[config.mk]
export PLATFORM = sky130hd
export DESIGN_NAME = register_file
export DESIGN_NICKNAME = d
export VERILOG_FILES = /design/src/source/rv_pkg.sv /design/src/source/register_file.sv
export SDC_FILE = /design/constraint.sdc
export NUM_CORES = 2
export LEC_CHECK = 0
export BUFFER_PORTS_ARGS = -buffer_cell sky130_fd_sc_hd__buf_2
export CAP_MARGIN = 10
export CORE_UTILIZATION = 55
export CTS_CLUSTER_SIZE = 14
export DETAILED_ROUTE_END_ITERATION = 8
export GPL_ROUTABILITY_DRIVEN = 1
export HOLD_SLACK_MARGIN = 0.06
export PLACE_DENSITY = 0.71
export SYNTH_ARGS = -nofsm -noshare
export SYNTH_HDL_FRONTEND = slang
export SYNTH_SLANG_ARGS = --single-unit
[constraint.sdc]
create_clock -name clk -period 4.8 [get_ports clk]
set_input_delay 0.72 -clock clk [delete_from_list [all_inputs] [get_ports clk]]
set_output_delay 0.72 -clock clk [all_outputs]
set_load 0.02 [all_outputs]
[src/source/rv_pkg.sv]
`default_nettype none

package rv_pkg;

	localparam int xlen = 32;	// data width, one word
	localparam int imem_depth = 256;	// instruction words
	localparam int imem_aw = 8;	// word address width of imem

	// rv32i major opcodes
	typedef enum logic [6:0] {
		op_r = 7'b0110011,
		op_imm = 7'b0010011,
		op_load = 7'b0000011,	// decodes as no-op here
		op_jalr = 7'b1100111,
		op_branch = 7'b1100011,
		op_store = 7'b0100011,
		op_jal = 7'b1101111,
		op_lui = 7'b0110111,
		op_auipc = 7'b0010111
	} opcode_t;

	// alu ops follow funct3 encoding
	typedef enum logic [2:0] {
		alu_add = 3'b000,	// add or sub
		alu_sll = 3'b001,
		alu_slt = 3'b010,
		alu_sltu = 3'b011,
		alu_xor = 3'b100,
		alu_sr = 3'b101,	// srl or sra
		alu_or = 3'b110,
		alu_and = 3'b111
	} alu_op_t;

	// first alu operand source
	typedef enum logic [1:0] {
		op1_reg = 2'b00,
		op1_zero = 2'b01,	// lui
		op1_pc = 2'b10	// auipc, jal
	} op1_t;

	typedef struct packed {
		logic [4:0] rs1;
		logic [4:0] rs2;
		logic [4:0] rd;
		logic [xlen-1:0] immediate;
		op1_t op1_src;
		logic op2_src;	// 0 register, 1 immediate
		alu_op_t alu_op;
		logic sign;	// sub or sra
		logic branch;	// conditional
		logic branch_if_zero;	// condition polarity vs alu zero
		logic jump;	// unconditional
		logic link;	// rd gets pc+4
		logic rf_write_en;
		logic mem_write_en;
	} decode_t;

	// store leaving the core
	typedef struct packed {
		logic [xlen-1:0] addr;
		logic [xlen-1:0] data;
	} store_t;

endpackage

`default_nettype wire
[src/source/register_file.sv]
`timescale 1ns/1ps
`default_nettype none

module register_file import rv_pkg::*; (
	input logic clk,
	input logic rst_n,

	// read side, combinational
	input logic [4:0] rs1_addr,
	input logic [4:0] rs2_addr,
	output logic [xlen-1:0] rs1_data,
	output logic [xlen-1:0] rs2_data,

	// writeback from execute
	input logic wb_en,
	input logic [4:0] wb_addr,
	input logic [xlen-1:0] wb_data
	);

	logic [xlen-1:0] regs [32];

	always_ff @(posedge clk)
	begin
		if (!rst_n)
		begin
			for (int i = 0; i < 32; i++)
				regs[i] <= '0;	// full clear on reset
		end
		else if (wb_en && wb_addr != 5'd0)	// x0 writes dropped
			regs[wb_addr] <= wb_data;
	end

	// x0 forced so it reads zero even before reset
	assign rs1_data = (rs1_addr == 5'd0) ? '0 : regs[rs1_addr];
	assign rs2_data = (rs2_addr == 5'd0) ? '0 : regs[rs2_addr];

endmodule

`default_nettype wire

After elaboration in Yosys (flattened, before gate mapping)

Memories as Yosys holds them, arrays and structs flattened.
Index checks and enable logic that the tools add are counted.

Logic and storage cells: 15
Bits in writable memories: 1024
Bits in registers: 0
Bits of input ports: 50
Memories kept: 1
Output and inout port bits: 64

Mux-type cells: 9
Reduce and logical (&&, ||, !) cells: 5

Memory list:

| memory | depth | width | rd ports | clocked after memory_dff | wr ports | line                | source |
|---|---|---|---|---|---|---|---|
| regs   | 32    | 32    | 2        | 0                        | 32       | register_file.sv:20 | `logic [xlen-1:0] regs [32];` |

Operators with widths:

| kind                | number |
|---|---|
| 32-bit 2-to-1 mux   | 3 |
| 32-bit OR reduction | 1 |
| 5-bit logical NOT   | 2 |
| 1-bit 2-to-1 mux    | 5 |
| 5-bit 2-to-1 mux    | 1 |
| 5-bit nonzero test  | 1 |
| 1-bit logical AND   | 1 |

Longest topological paths before layout

Depth after elaboration: 7
Mapped depth: 9
Mapped depth without buffers: 4

Worst setup path after synthesis

OpenSTA, ideal clock, no wires.

Kind: input to register
From: in rst_n
To: mem regs[24][0], enable pin
Data arrival time: 3.790 ns
Library setup time: 0.466 ns
Setup slack: 0.544 ns
Data required time: 4.334 ns
Buffers on the path: 2
Stages: 5
Cells stage by stage: buf_2 -> nand2_1 -> or3_1 -> clkbuf_1 -> o21ai_0

RTL lines:

| item               | line                | source |
|---|---|---|
| start: declaration | register_file.sv:6  | `input logic rst_n,` |
| end: declaration   | register_file.sv:20 |  |

Final worst setup path

From: in rs2_addr[2]
To: out rs2_data[19]

Longest elaborated chain between the ends: 2
Elaborated cells on any way between the ends: 3
Those cells by class: mux (1); reduce/logical (1); memory (1)

Ends and longest elaborated chain:

| item                                                           | line                | source |
|---|---|---|
| start: declaration                                             | register_file.sv:10 | `input logic [4:0] rs2_addr,` |
| memory 32 x 32 bit / 5-bit logical NOT (equally long branches) | --                  |  |
| 32-bit 2-to-1 mux (*)                                          | register_file.sv:35 | `assign rs2_data = (rs2_addr == 5'd0) ? '0 : regs[rs2_addr];` |
| end: declaration                                               | register_file.sv:12 | `output logic [xlen-1:0] rs2_data,` |

Mark *: on every way between the ends. The rest lies on a longest branch, timed or not.

==> impl_metrics.tcl <==
set metrics [dict create \
    ir_worst_vdd_v 0.000345 \
    io_pins 114 \
    drt_wl_total_um 175000 \
    cts_buffers 102 \
    power_frac_seq_pct 50.2 \
    drt_iter0_markers 4913 \
    cp_data_arrival_time_ns 3.79 \
    areaGrowthSynthToFinish_pct 10.8 \
    combinationalPowerShare_pct 12.7 \
    rsz0062_at_grt "false" \
    rows 114 \
    syn_area_per_cell_sq_um 15.4 \
    synth_top_cell_by_area "edfxtp_1" \
    cts_hold_buffers 0 \
    top_register "regs" \
    critPathMaxFanout 85 \
    synthCells 3509 \
    synthArstFlopShare_pct 0 \
    slowest_delay_ns 0.95 \
    ys_top_cells_by_area "edfxtp_1, mux4_2, and2_1, mux2i_1, clkbuf_1" \
    status "finished clean" \
    h-tree-depth 3 \
    vias 34900 \
    synth_common_cells "edfxtp_1, and2_1, mux4_2" \
    die_x_um 316 \
    synth.distinct_cells 41 \
    vias_per_cell 7.13 \
    clkSinkCount 1024 \
    final_cells 4900 \
    start_kind "input pin" \
    postCtsSetupBuffers 0 \
    power.share.switching_pct 25.2 \
    p_switching_mw 5.33 \
    critPathKind "in2out" \
    grt_max_degree 86 \
    cts_root_buf "clkbuf_16" \
    crit_required_ns 4.08 \
    relSlewSlack_pct 22.4 \
    cts.repair.resized 0 \
    dieArea_sq_um 99800 \
    wl_per_cell_um 35.7 \
    slowest_stage "a2111oi_0" \
    yosysTopAreaCellShare_pct 56.7 \
    grt_pass1_wl_um 247000 \
    start_util_pct 55.8 \
    yosys_warnings 0 \
    worstMarginPinSlew_ns 1.13 \
    fin_setup_tns_ns 0 \
    drv_slew 0 \
    synth_seq_cells 1024 \
    setup_viol 0 \
    grt_use_met3_pct 8.83 \
    largest_reg_flops 1024 \
    end_kind "output pin" \
    cts_buffer_depth 3 \
    whs_ns 0.676 \
    grt_util_met1_pct 44.5 \
    cts_tree "built" \
    grt-busiest-layer "met2" \
    final_nets 3578 \
    internal_power_mw 15.8 \
    final_util_pct 61.8 \
    met2_usage_pct 55.4 \
    timing.fmax_mhz 222 \
    gp_congestion 0.889 \
    synth-seq-area-share_pct 56.7 \
    synth_edf_count 1024 \
    top_regs "regs: 1024 flops" \
    min_path_type "in2reg" \
    synthMostInstantiatedCell "edfxtp_1" \
    p_clk_share_pct 37.2 \
    die_h_um 316 \
    drc_errors 0 \
    power_leakage_nw 20.7 \
    p_total_mw 21.2 \
    portBuffers 113 \
    track_usage_pct 35.1 \
    coreArea_sq_um 97100 \
    grt_overflow 0 \
    netlist_area_sq_um 54200 \
    crit_top_cell "buf_4" \
    fin_crit_sh_pct 94.0 \
    grt_antenna_before_repair 15 \
    path_cells "buf_6, buf_12, mux4_2, a22o_1, a2111oi_0, buf_4, nor3_1, buf_4, buf_2" \
    grt_pass1_vias 35100 \
    synth-main-ff-cell "edfxtp_1" \
    finalCriticalPeriod_ns 4.51 \
    drv_cap 0 \
    final_hold_viol_count 0 \
    drtAntennaViolNets 0 \
    clkTransAtPathRegs_ns 0.06 \
    p_per_area_nw_per_um2 352 \
    dp.cells 4700 \
    post_route_cells_drive_above_1_share_pct 27.6 \
    nFillCells 6973 \
    dp_hpwl_um 107000 \
    drt_first_pass_iters 5 \
]
==> power groups by stage <==
| stage | combinational (mW) | sequential (mW) | clock [mW] |
|---|---|---|---|
| finish | 2.68 | 10.6 | 7.86 |
| detailed placement | 2.62 | 10.8 | 0 |
| global placement | 2.58 | 10.7 | 0 |
| global route | 2.74 | 10.7 | 8.16 |
| CTS | 2.63 | 10.6 | 7.86 |
| floorplan | 1.68 | 10.7 | 0 |
==> cell families after synthesis <==
| family | count (synthesis) | share of synthesized area [%] |
|---|---|---|
| AND/OR/NAND/NOR | 1149 | 13.0 |
| other | 1 | 0.00692 |
| buffers and inverters | 390 | 3.33 |
| flip-flops | 1024 | 56.7 |
| AO/OA/AOI/OAI | 291 | 3.96 |
| multiplexers | 654 | 23.0 |
==> per-stage QoR <==
step           setup slack (ns)  cell area, sq um
4_1_cts                   0.303             60000
6_report                  0.288             60000
2_1_floorplan             0.544             54300
3_5_place_dp              0.329             56800
3_3_place_gp              0.326             56800
5_1_grt                   0.275             60000
==> path summary, 6_finish.rpt <==
check                                        end        start  cells after the start
worst max-delay path                rs2_data[19]  rs2_addr[2]                      9
worst min-delay path  regs[31][13]$_SDFFCE_PN0P_  wb_data[13]                      2
==> critical path: cells and delay by family <==
family                 cells  cell delay (ns)
buffers and inverters      5             1.28
AO/OA/AOI/OAI              2             1.21
multiplexers               1             0.40
AND/OR/NAND/NOR            1             0.06
==> layout by cell type (no fill, tap or decap), drive strengths merged, types with 2 or more instances in the layout <==
| cell type | netlist | final |
|---|---|---|
| nor2b | 15 | 15 |
| clkinvlp | 0 | 6 |
| o21ai | 33 | 33 |
| or3 | 3 | 3 |
| a22o | 51 | 51 |
| mux2i | 154 | 154 |
| a32o | 4 | 4 |
| nand3 | 5 | 5 |
| a211oi | 34 | 34 |
| o221ai | 27 | 27 |
| inv | 2 | 5 |
| a22oi | 18 | 18 |
| clkinv | 0 | 47 |
| or3b | 3 | 3 |
| nor3 | 54 | 54 |
| buf | 113 | 272 |
| o22ai | 79 | 79 |
| conb | 1 | 32 |
| nand3b | 5 | 5 |
| or2 | 2 | 2 |
| nand2b | 6 | 6 |
| and3 | 2 | 2 |
| a221oi | 3 | 3 |
| o211a | 2 | 2 |
| a2111oi | 29 | 29 |
| diode | 0 | 14 |
| edfxtp | 1024 | 1024 |
| mux4 | 470 | 470 |
| mux2 | 30 | 30 |
| bufinv | 0 | 8 |
| clkbuf | 275 | 122 |
| nand4b | 2 | 2 |
| nor4 | 8 | 8 |
| a21oi | 10 | 10 |
| and2 | 996 | 996 |
| nor2 | 36 | 36 |
| nand2 | 9 | 9 |
==> cell type report <==
| type | instances | area, sq um | share of cell area (%) |
|---|---|---|---|
| antenna | 14 | 35.0 | 0.0583 |
| clock inverter | 64 | 542 | 0.902 |
| timing repair buffer | 272 | 2210 | 3.68 |
| sequential | 1024 | 30700 | 51.2 |
| multi-input combinational | 2126 | 22200 | 37.0 |
| inverter | 2 | 7.51 | 0.0125 |
| clock buffer | 122 | 2670 | 4.45 |
| tap | 1276 | 1600 | 2.66 |
==> routing by layer <==
layer	up-vias	wire [um]
li1	13700	-
met1	18000	60100
met2	2714	82300
met3	560	21200
met4	12	11300
met5	-	84
Power figures use the tool's default switching activity.
