`src/source/rv_pkg.sv`:
```
`default_nettype none

package rv_pkg;

	localparam int xlen = 32;	// data width, one word
	localparam int imem_depth = 256;	// instruction words
	localparam int imem_aw = 8;	// word address width of imem

	// rv32i major opcodes
	typedef enum logic [6:0] {
		op_r = 7'b0110011,
		op_imm = 7'b0010011,
		op_load = 7'b0000011,	// decodes as no-op here
		op_jalr = 7'b1100111,
		op_branch = 7'b1100011,
		op_store = 7'b0100011,
		op_jal = 7'b1101111,
		op_lui = 7'b0110111,
		op_auipc = 7'b0010111
	} opcode_t;

	// alu ops follow funct3 encoding
	typedef enum logic [2:0] {
		alu_add = 3'b000,	// add or sub
		alu_sll = 3'b001,
		alu_slt = 3'b010,
		alu_sltu = 3'b011,
		alu_xor = 3'b100,
		alu_sr = 3'b101,	// srl or sra
		alu_or = 3'b110,
		alu_and = 3'b111
	} alu_op_t;

	// first alu operand source
	typedef enum logic [1:0] {
		op1_reg = 2'b00,
		op1_zero = 2'b01,	// lui
		op1_pc = 2'b10	// auipc, jal
	} op1_t;

	typedef struct packed {
		logic [4:0] rs1;
		logic [4:0] rs2;
		logic [4:0] rd;
		logic [xlen-1:0] immediate;
		op1_t op1_src;
		logic op2_src;	// 0 register, 1 immediate
		alu_op_t alu_op;
		logic sign;	// sub or sra
		logic branch;	// conditional
		logic branch_if_zero;	// condition polarity vs alu zero
		logic jump;	// unconditional
		logic link;	// rd gets pc+4
		logic rf_write_en;
		logic mem_write_en;
	} decode_t;

	// store leaving the core
	typedef struct packed {
		logic [xlen-1:0] addr;
		logic [xlen-1:0] data;
	} store_t;

endpackage

`default_nettype wire
```
`src/source/instruction_decode.sv`:
```
`timescale 1ns/1ps
`default_nettype none

module instruction_decode import rv_pkg::*; (
	input logic [31:0] instruction,
	output decode_t dec
	);

	opcode_t opcode;
	logic [2:0] funct3;
	logic [xlen-1:0] imm_i, imm_s, imm_b, imm_j, imm_u;

	assign opcode = opcode_t'(instruction[6:0]);
	assign funct3 = instruction[14:12];

	// immediate formats, all sign extended from bit 31
	assign imm_i = {{(xlen-12){instruction[31]}}, instruction[31:20]};
	assign imm_s = {{(xlen-12){instruction[31]}}, instruction[31:25], instruction[11:7]};
	assign imm_b = {{(xlen-13){instruction[31]}}, instruction[31], instruction[7],
		instruction[30:25], instruction[11:8], 1'b0};
	assign imm_j = {{(xlen-21){instruction[31]}}, instruction[31], instruction[19:12],
		instruction[20], instruction[30:21], 1'b0};
	assign imm_u = {instruction[31:12], 12'b0};	// upper 20, low bits zero

	always_comb
	begin
		// defaults describe a no-op that falls through to pc+4
		dec = '0;
		dec.rs1 = instruction[19:15];	// fixed field positions
		dec.rs2 = instruction[24:20];
		dec.rd = instruction[11:7];
		dec.op1_src = op1_reg;
		dec.alu_op = alu_add;

		case (opcode)
			op_r:
			begin
				dec.alu_op = alu_op_t'(funct3);
				dec.sign = instruction[30];	// sub, sra
				dec.rf_write_en = 1'b1;
			end

			op_imm:
			begin
				dec.immediate = imm_i;
				dec.op2_src = 1'b1;
				dec.alu_op = alu_op_t'(funct3);
				// only srai looks at bit 30, addi has no subtract form
				dec.sign = (funct3 == 3'b101) ? instruction[30] : 1'b0;
				dec.rf_write_en = 1'b1;
			end

			op_lui:
			begin
				dec.immediate = imm_u;
				dec.op1_src = op1_zero;	// 0 + imm
				dec.op2_src = 1'b1;
				dec.rf_write_en = 1'b1;
			end

			op_auipc:
			begin
				dec.immediate = imm_u;
				dec.op1_src = op1_pc;	// pc + imm
				dec.op2_src = 1'b1;
				dec.rf_write_en = 1'b1;
			end

			op_jal:
			begin
				dec.immediate = imm_j;
				dec.op1_src = op1_pc;	// alu makes the target
				dec.op2_src = 1'b1;
				dec.jump = 1'b1;
				dec.link = 1'b1;
				dec.rf_write_en = 1'b1;
			end

			op_jalr:
			begin
				dec.immediate = imm_i;
				dec.op2_src = 1'b1;	// rs1 + imm
				dec.jump = 1'b1;
				dec.link = 1'b1;
				dec.rf_write_en = 1'b1;
			end

			op_branch:
			begin
				dec.immediate = imm_b;	// target built in execute
				dec.branch = 1'b1;
				case (funct3)
					3'b000, 3'b001:	// beq, bne
					begin
						dec.alu_op = alu_add;
						dec.sign = 1'b1;	// subtract
					end
					3'b100, 3'b101:	// blt, bge
						dec.alu_op = alu_slt;
					3'b110, 3'b111:	// bltu, bgeu
						dec.alu_op = alu_sltu;
					default:	// 010, 011 illegal
						dec.branch = 1'b0;
				endcase
				// taken on zero for beq, bge, bgeu
				case (funct3)
					3'b000, 3'b101, 3'b111:
						dec.branch_if_zero = 1'b1;
					default:
						dec.branch_if_zero = 1'b0;
				endcase
			end

			op_store:
			begin
				dec.immediate = imm_s;
				dec.op2_src = 1'b1;	// address = rs1 + imm
				dec.mem_write_en = 1'b1;
			end

			default:	// load, illegal
			begin
				dec.rf_write_en = 1'b0;
				dec.mem_write_en = 1'b0;
			end
		endcase
	end

endmodule

`default_nettype wire

```
`config.mk`:
```
export PLATFORM = sky130hd
export DESIGN_NAME = instruction_decode
export DESIGN_NICKNAME = d
export VERILOG_FILES = /design/src/source/rv_pkg.sv /design/src/source/instruction_decode.sv
export SDC_FILE = /design/constraint.sdc
export NUM_CORES = 1
export LEC_CHECK = 0
export BUFFER_PORTS_ARGS = -buffer_cell sky130_fd_sc_hd__buf_2
export CAP_MARGIN = 20
export CORE_ASPECT_RATIO = 0.8
export CORE_UTILIZATION = 36
export DETAILED_ROUTE_END_ITERATION = 6
export GPL_ROUTABILITY_DRIVEN = 0
export PLACE_DENSITY = 0.95
export SETUP_SLACK_MARGIN = 0.5
export SYNTH_ARGS = -nofsm -noshare
export SYNTH_HDL_FRONTEND = slang
export SYNTH_SLANG_ARGS = --single-unit
export TNS_END_PERCENT = 30
```
`constraint.sdc`:
```
create_clock -name vclk -period 2.5
set_input_delay 0.125 -clock vclk [all_inputs]
set_output_delay 0.125 -clock vclk [all_outputs]
set_load 0.05 [all_outputs]
```
Word level (Yosys, flattened, before mapping)

Cells that the tools add are included.

Multiplexer cells: 13
Reductions and logical operators: 12
Eq/ne operators: 13

Operators with widths:

| cell                                          | number |
|---|---|
| one-hot mux 32 bit (5 select lines)           | 1 |
| == test 7 x 6 -> 1 bit, second input constant | 3 |
| == test 7 bit, second input constant          | 3 |
| OR reduction 6 bit                            | 3 |
| == test 7 x 5 -> 1 bit, second input constant | 2 |
| OR reduction 2 bit                            | 7 |
| == test 3 bit, second input constant          | 4 |
| one-hot mux 4 bit (3 select lines)            | 1 |
| one-hot mux 2 bit (2 select lines)            | 2 |
| two-way mux 1 bit                             | 7 |
| two-way mux 2 bit                             | 2 |
| == test 3 x 1 -> 1 bit, second input constant | 1 |
| logical NOT 3 bit                             | 1 |
| OR reduction 3 bit                            | 1 |

Output and inout bits: 60
Flip-flop bits (word level): 0

Logic depth before layout (Yosys ltp)

Gate-level depths: netlist of run 1.

Depth after elaboration: 4
Mapped depth: 6

Worst setup path after synthesis of run 1

OpenSTA, ideal clock, no wires.

Kind: in2out
Start: input port instruction[4]
End: output port dec[13] in the netlist's numbering
Path slack: -272 ps
Stages on the path: 3
Required time: 2,375 ps
Data arrival time: 2,647 ps
Buffers on the path: 0
Cell sequence: nand4b_2 > nor4_1 > a22o_1

RTL lines:

| element         | line                    | source |
|---|---|---|
| start, declared | instruction_decode.sv:5 | `input logic [31:0] instruction,` |
| end, declared   | instruction_decode.sv:6 | `output decode_t dec` |

==> out/results.ini, run 1 <==
[clocking]
cts_hold_buf = 0
postCtsSetupBuffers = 0
cts_resized = 0

[timing]
period_minus_slack_ns = 1.85
hold_viol_final = 0
fin_crit_sh_pct = 73.9
relSlewSlack_pct = 62.7
worstMarginPinSlew_ns = 0.559
setup_tns_ns = 0
fmax_mhz = 541
setup_viol = 0
drv_slew = 0
whs_ns = 0.552
rsz0062_at_grt = false

[cells_and_area]
final_core_util_pct = 57.5
antennaDiodeCount = 0
nets = 218
regArea_um2 = 0
area_delta_synth_final_pct = 51.2
drive_gt1_share_pct = 55.4
clock_buffers = 0
seq_cell_count = 0

[global_route]
grt_pass1_vias = 798
antenna_found_initial = 0
grtUsageTotal_pct = 18.7
grt_pass1_wl_um = 3340
grt_max_degree = 15
overflow = 0

[die]
ios = 92
rows = 14
die_h_um = 41.8
start_util_pct = 38.1
core_area_um2 = 1870
die_w_um = 51.8
die_area_um2 = 2160

[yosys]
synth.top_cell.area_share_pct = 17.9
synth_top_cell_by_area = buf_4
synthTopCellsByArea = buf_4 (18%), nand2_1 (13%), a21o_1 (12%)
avgSynthCellArea_um2 = 6.37
synth.distinct_cells = 32
yosysSeqAreaShare_pct = 0
synth_area_um2 = 713
synth_cells = 112
syn_nets = 144
yosysWarnings = 0

[worst_setup_path]
cp.arrival_ns = 1.72
cp-start-kind = primary input
required_ns = 2.38
crit_fanout = 11
crit_type = primary input to primary output
endpoint_kind = primary output

[route]
vias_per_cell = 5.13
firstDrtPassIters = 4
vias = 1066
wl_per_cell_um = 11.2
postRouteAntennaNets = 0
drcViolationCount = 0
drt_iter0_drc = 30
wl_um = 2330

[power_and_ir_drop]
p_leak_uw = 0.000790
vdd_drop_max_uv = 112
total_power_uw = 183
power_density_nw_per_um2 = 170

[place]
dp_hpwl_um = 1880
io_buffers = 92

[flow_run]
max-cap-violations = 0

[status]
run_status = finished clean

[hold_path]
hold_class = primary input to primary output

-- metal layers --
metal	wire length, µm	up-vias	global-route usage (%)
met4	0	0	0
met5	0	-	0
met1	1040	484	24.8
met2	1120	52	35.1
met3	171	0	0.733
li1	-	530	-
-- report_power, final --
group,internal (µW),switching [µW]
Combinational,47.9,135
Clock,0,0
Sequential,0,0
-- final timing paths --
| check | to | cells after the start | startpoint | slack, ns |
|---|---|---|---|---|
| worst max-delay path | dec[35] | 6 | instruction[6] | 0.65 |
| worst min-delay path | dec[57] | 2 | instruction[17] | 0.55 |
-- cells in the final DEF, fill, tap and decap left out, drive strengths merged, types with 3 or more instances in the layout --
cell type   n
nor2        5
nor4        3
nand2      25
a21o       11
o21ai       7
and2        8
nor3        4
buf        93
a22o        5
inv         3
-- critical path, stage by stage --
cell and delay, ns:
buf_2 0.15, nand4b_4 0.24, or4_4 0.50, a21boi_4 0.31, a21o_1 0.14, buf_2 0.26
-- logic make-up after synthesis --
logic type             share of synthesized area [%]
AOI/OAI and AO/OA                               33.9
buffers and inverters                           23.9
and+or+nand+nor                                 42.3
-- layout make-up --
type               instances  area [µm²]
multi-input cells         88         569
fillers                  189         796
inverters                  3        11.3
well taps                 24        30.0
repair buffers            93         468
-- Yosys cell counts --
master and instances:
a32o_1 1, o211ai_1 1, nand4b_2 1, o31a_1 1, or3_1 2, a21oi_1 2, o32ai_1 1, a21o_1 11
nor4_1 3, clkbuf_1 1, nor2b_1 1, o31ai_1 1, nor3_1 3, nand3_1 2, o21ai_2 1, or4_4 1
buf_2 1, nor3_2 1, a22o_1 5, o22ai_1 2, buf_6 2, buf_4 17, o21ai_1 1, and4b_1 1
nand2b_1 1, a21boi_2 1, inv_1 3, and2_1 8, nand4b_4 1, nor2_1 5, o21ai_0 5, nand2_1 25
-- through the flow --
| stage | cells | instance area (µm²) | setup WS [ns] |
|---|---|---|---|
| floorplan | 112 | 724 | 0.371 |
| global placement | 208 | 1060 | 0.603 |
| detailed placement | 208 | 1060 | 0.564 |
| CTS | 208 | 1060 | 0.565 |
| global route | 208 | 1080 | 0.518 |
| finish | 208 | 1080 | 0.652 |
No activity file was read; power rests on OpenSTA's default activity.
==> run 2: changes to the inputs <==
--- a/config.mk
+++ b/config.mk
@@ -5,13 +5,14 @@
 export SDC_FILE = /design/constraint.sdc
 export NUM_CORES = 1
 export LEC_CHECK = 0
+export ABC_AREA = 1
 export BUFFER_PORTS_ARGS = -buffer_cell sky130_fd_sc_hd__buf_2
 export CAP_MARGIN = 20
 export CORE_ASPECT_RATIO = 0.8
-export CORE_UTILIZATION = 36
+export CORE_UTILIZATION = 35
 export DETAILED_ROUTE_END_ITERATION = 6
 export GPL_ROUTABILITY_DRIVEN = 0
-export PLACE_DENSITY = 0.95
+export PLACE_DENSITY = 0.91
 export SETUP_SLACK_MARGIN = 0.5
 export SYNTH_ARGS = -nofsm -noshare
 export SYNTH_HDL_FRONTEND = slang
==> constraint.sdc (replaced) <==
create_clock -name vclk -period 1.8
set_input_delay 0.09 -clock vclk [all_inputs]
set_output_delay 0.09 -clock vclk [all_outputs]
set_load 0.05 [all_outputs]
==> run 2 against run 1 <==
  * Combinational power increased by 52%
  * Critical path depth increased by 3
  * Flip-flop and latch count unchanged
  * Area after synthesis increased by 5.6%
  * Power increased by 52%
  * Design area increased by 21%
  * Utilization increased by 9.4 points
  * Non-clock buffer count increased by 2
  * Synthesized cell count increased by 39%
==> out/results.ini, run 2 <==
[status]
run_status = finished clean

[place]
preCtsSetupSlack_ns = 0.361  ; -0.203 ns
dp_hpwl_um = 1940  ; +2.9%
io_buffers = 92  ; unchanged
placed_cell_area_um2 = 1100  ; +3.3%

[yosys]
syn_nets = 188  ; +31%
yosysWarnings = 0  ; unchanged
synth_area_um2 = 753  ; +5.6%
synth.distinct_cells = 16  ; -50%
synth_cells = 156  ; +39%
synthTopCellsByCount = nand2_1 (76), inv_1 (22), buf_4 (17), nand3_1 (14), nor2_1 (9)
synthMostInstantiatedCell = nand2_1
synth_top_cell_by_area = nand2_1
yosysSeqAreaShare_pct = 0  ; unchanged
synth.top_cell.area_share_pct = 37.9  ; +20 points
synthTopCellsByArea = nand2_1 (38%), buf_4 (17%), inv_1 (11%)
avgSynthCellArea_um2 = 4.83  ; -24%

[power_and_ir_drop]
total_power_uw = 278  ; +52%
power_density_nw_per_um2 = 214  ; +26%
vdd_drop_max_uv = 171  ; +53%
p_leak_uw = 0.00100  ; +27%

[global_route]
grt_pass1_vias = 776  ; -2.8%
grt_pass1_wl_um = 3220  ; -3.7%
grt_max_degree = 13  ; -2
antenna_found_initial = 0  ; unchanged
grtUsageTotal_pct = 17.5  ; -1.3 points
overflow = 0  ; unchanged

[worst_setup_path]
crit_fanout = 8  ; -3
cp-start-kind = primary input
endpoint_kind = primary output
crit_type = primary input to primary output
required_ns = 1.71  ; -0.67 ns
cp.arrival_ns = 1.20  ; -0.52 ns

[cells_and_area]
final_common_cell = nand2_1
final_area_um2 = 1300  ; +21%
final_cell_mix = nand2_1 (72), buf_2 (59), inv_1 (19)
nets = 266  ; +22%
n_fill_cell = 177  ; -6.3%
antennaDiodeCount = 0  ; unchanged
drive_gt1_share_pct = 49.6  ; -5.9 points
multiInputGateArea_um2 = 566  ; -0.66%
clock_buffers = 0  ; unchanged
regArea_um2 = 0  ; unchanged
area_delta_synth_final_pct = 72.9
seq_cell_count = 0  ; unchanged

[timing]
relSlewSlack_pct = 82.2  ; +19 points
worstMarginPinSlew_ns = 0.269  ; -0.290 ns
fin_crit_sh_pct = 71.5
hold_viol_final = 0  ; unchanged
fmax_mhz = 777
setup_viol = 0  ; unchanged
whs_ns = 0.482  ; -0.0703 ns
setup_tns_ns = 0  ; unchanged
drv_slew = 0  ; unchanged
rsz0062_at_grt = true
postLayoutSetupSlackWorst_ns = 0.512  ; -0.140 ns
period_minus_slack_ns = 1.29

[die]
core_area_um2 = 1940  ; +3.7%
start_util_pct = 38.7  ; +0.69 points
rows = 14  ; unchanged
die_h_um = 43.5  ; +4.0%
die_area_um2 = 2340  ; +8.2%
die_w_um = 53.9  ; +4.1%
ios = 92  ; unchanged

[flow_run]
max-cap-violations = 0  ; unchanged

[route]
wl_per_cell_um = 10.8  ; -3.7%
postRouteAntennaNets = 0  ; unchanged
drcViolationCount = 0  ; unchanged
wl_um = 2760  ; +19%
firstDrtPassIters = 4  ; unchanged
vias_per_cell = 4.70  ; -8.2%
vias = 1204  ; +13%
drt_iter0_drc = 32  ; +6.7%

[clocking]
cts_hold_buf = 0  ; unchanged

[hold_path]
hold_class = primary input to primary output

run 2: power by group:
part | leakage (µW) | internal, µW | switching, µW
Sequential | 0 | 0 | 0
Clock | 0 | 0 | 0
Combinational | 0.00100 | 76.4 | 202
Total | 0.00100 | 76.4 | 202
run 2: critical path: stages:
cell and delay, ns:
buf_2 0.13, inv_2 0.06, nand2_2 0.06, nor2_4 0.22, nand2_4 0.11, nand3_1 0.11, nand2_2 0.13, nand2_1 0.13
buf_6 0.17
run 2: per-stage QoR:
step | util (%) | instances
2_1_floorplan | - | 156
3_3_place_gp | 56.5 | 254
3_5_place_dp | 56.5 | 254
4_1_cts | 58.0 | 254
5_1_grt | 67.0 | 256
6_report | 67.0 | 256
run 2: cell type report:
cell class / count / area share, %
Multi-Input combinational cell: 115 / 43.4
Timing Repair Buffer: 95 / 47.7
Tap cell: 24 / 2.31
Inverter: 22 / 6.53
run 2: final timing paths:
check  slack [ns]  cells after the start       to             from
max          0.51                      9  dec[27]   instruction[3]
min          0.48                      2  dec[59]  instruction[19]
run 2: logic make-up after synthesis:
family | count (synthesis) | share of synthesized area [%]
and+or+nand+nor | 109 | 64.6
buffers and inverters | 41 | 31.2
AOI/OAI and AO/OA | 6 | 4.15
run 2: metal layers:
metal | vias to the layer above | track usage [%] | part of all wire, % | routed length (µm)
met2 | 70 | 30.9 | 51 | 1400
met4 | 0 | 0 | 0 | 0
li1 | 608 | - | - | -
met3 | 0 | 0 | 9.4 | 259
met5 | - | 0 | 0 | 0
met1 | 526 | 25.0 | 40 | 1110
run 2: timing repair:
item                                    CTS  global route
pin swaps                                 0             1
endpoints found under the setup margin   35            39
setup buffers                             0             2
gates resized for setup                  12            68
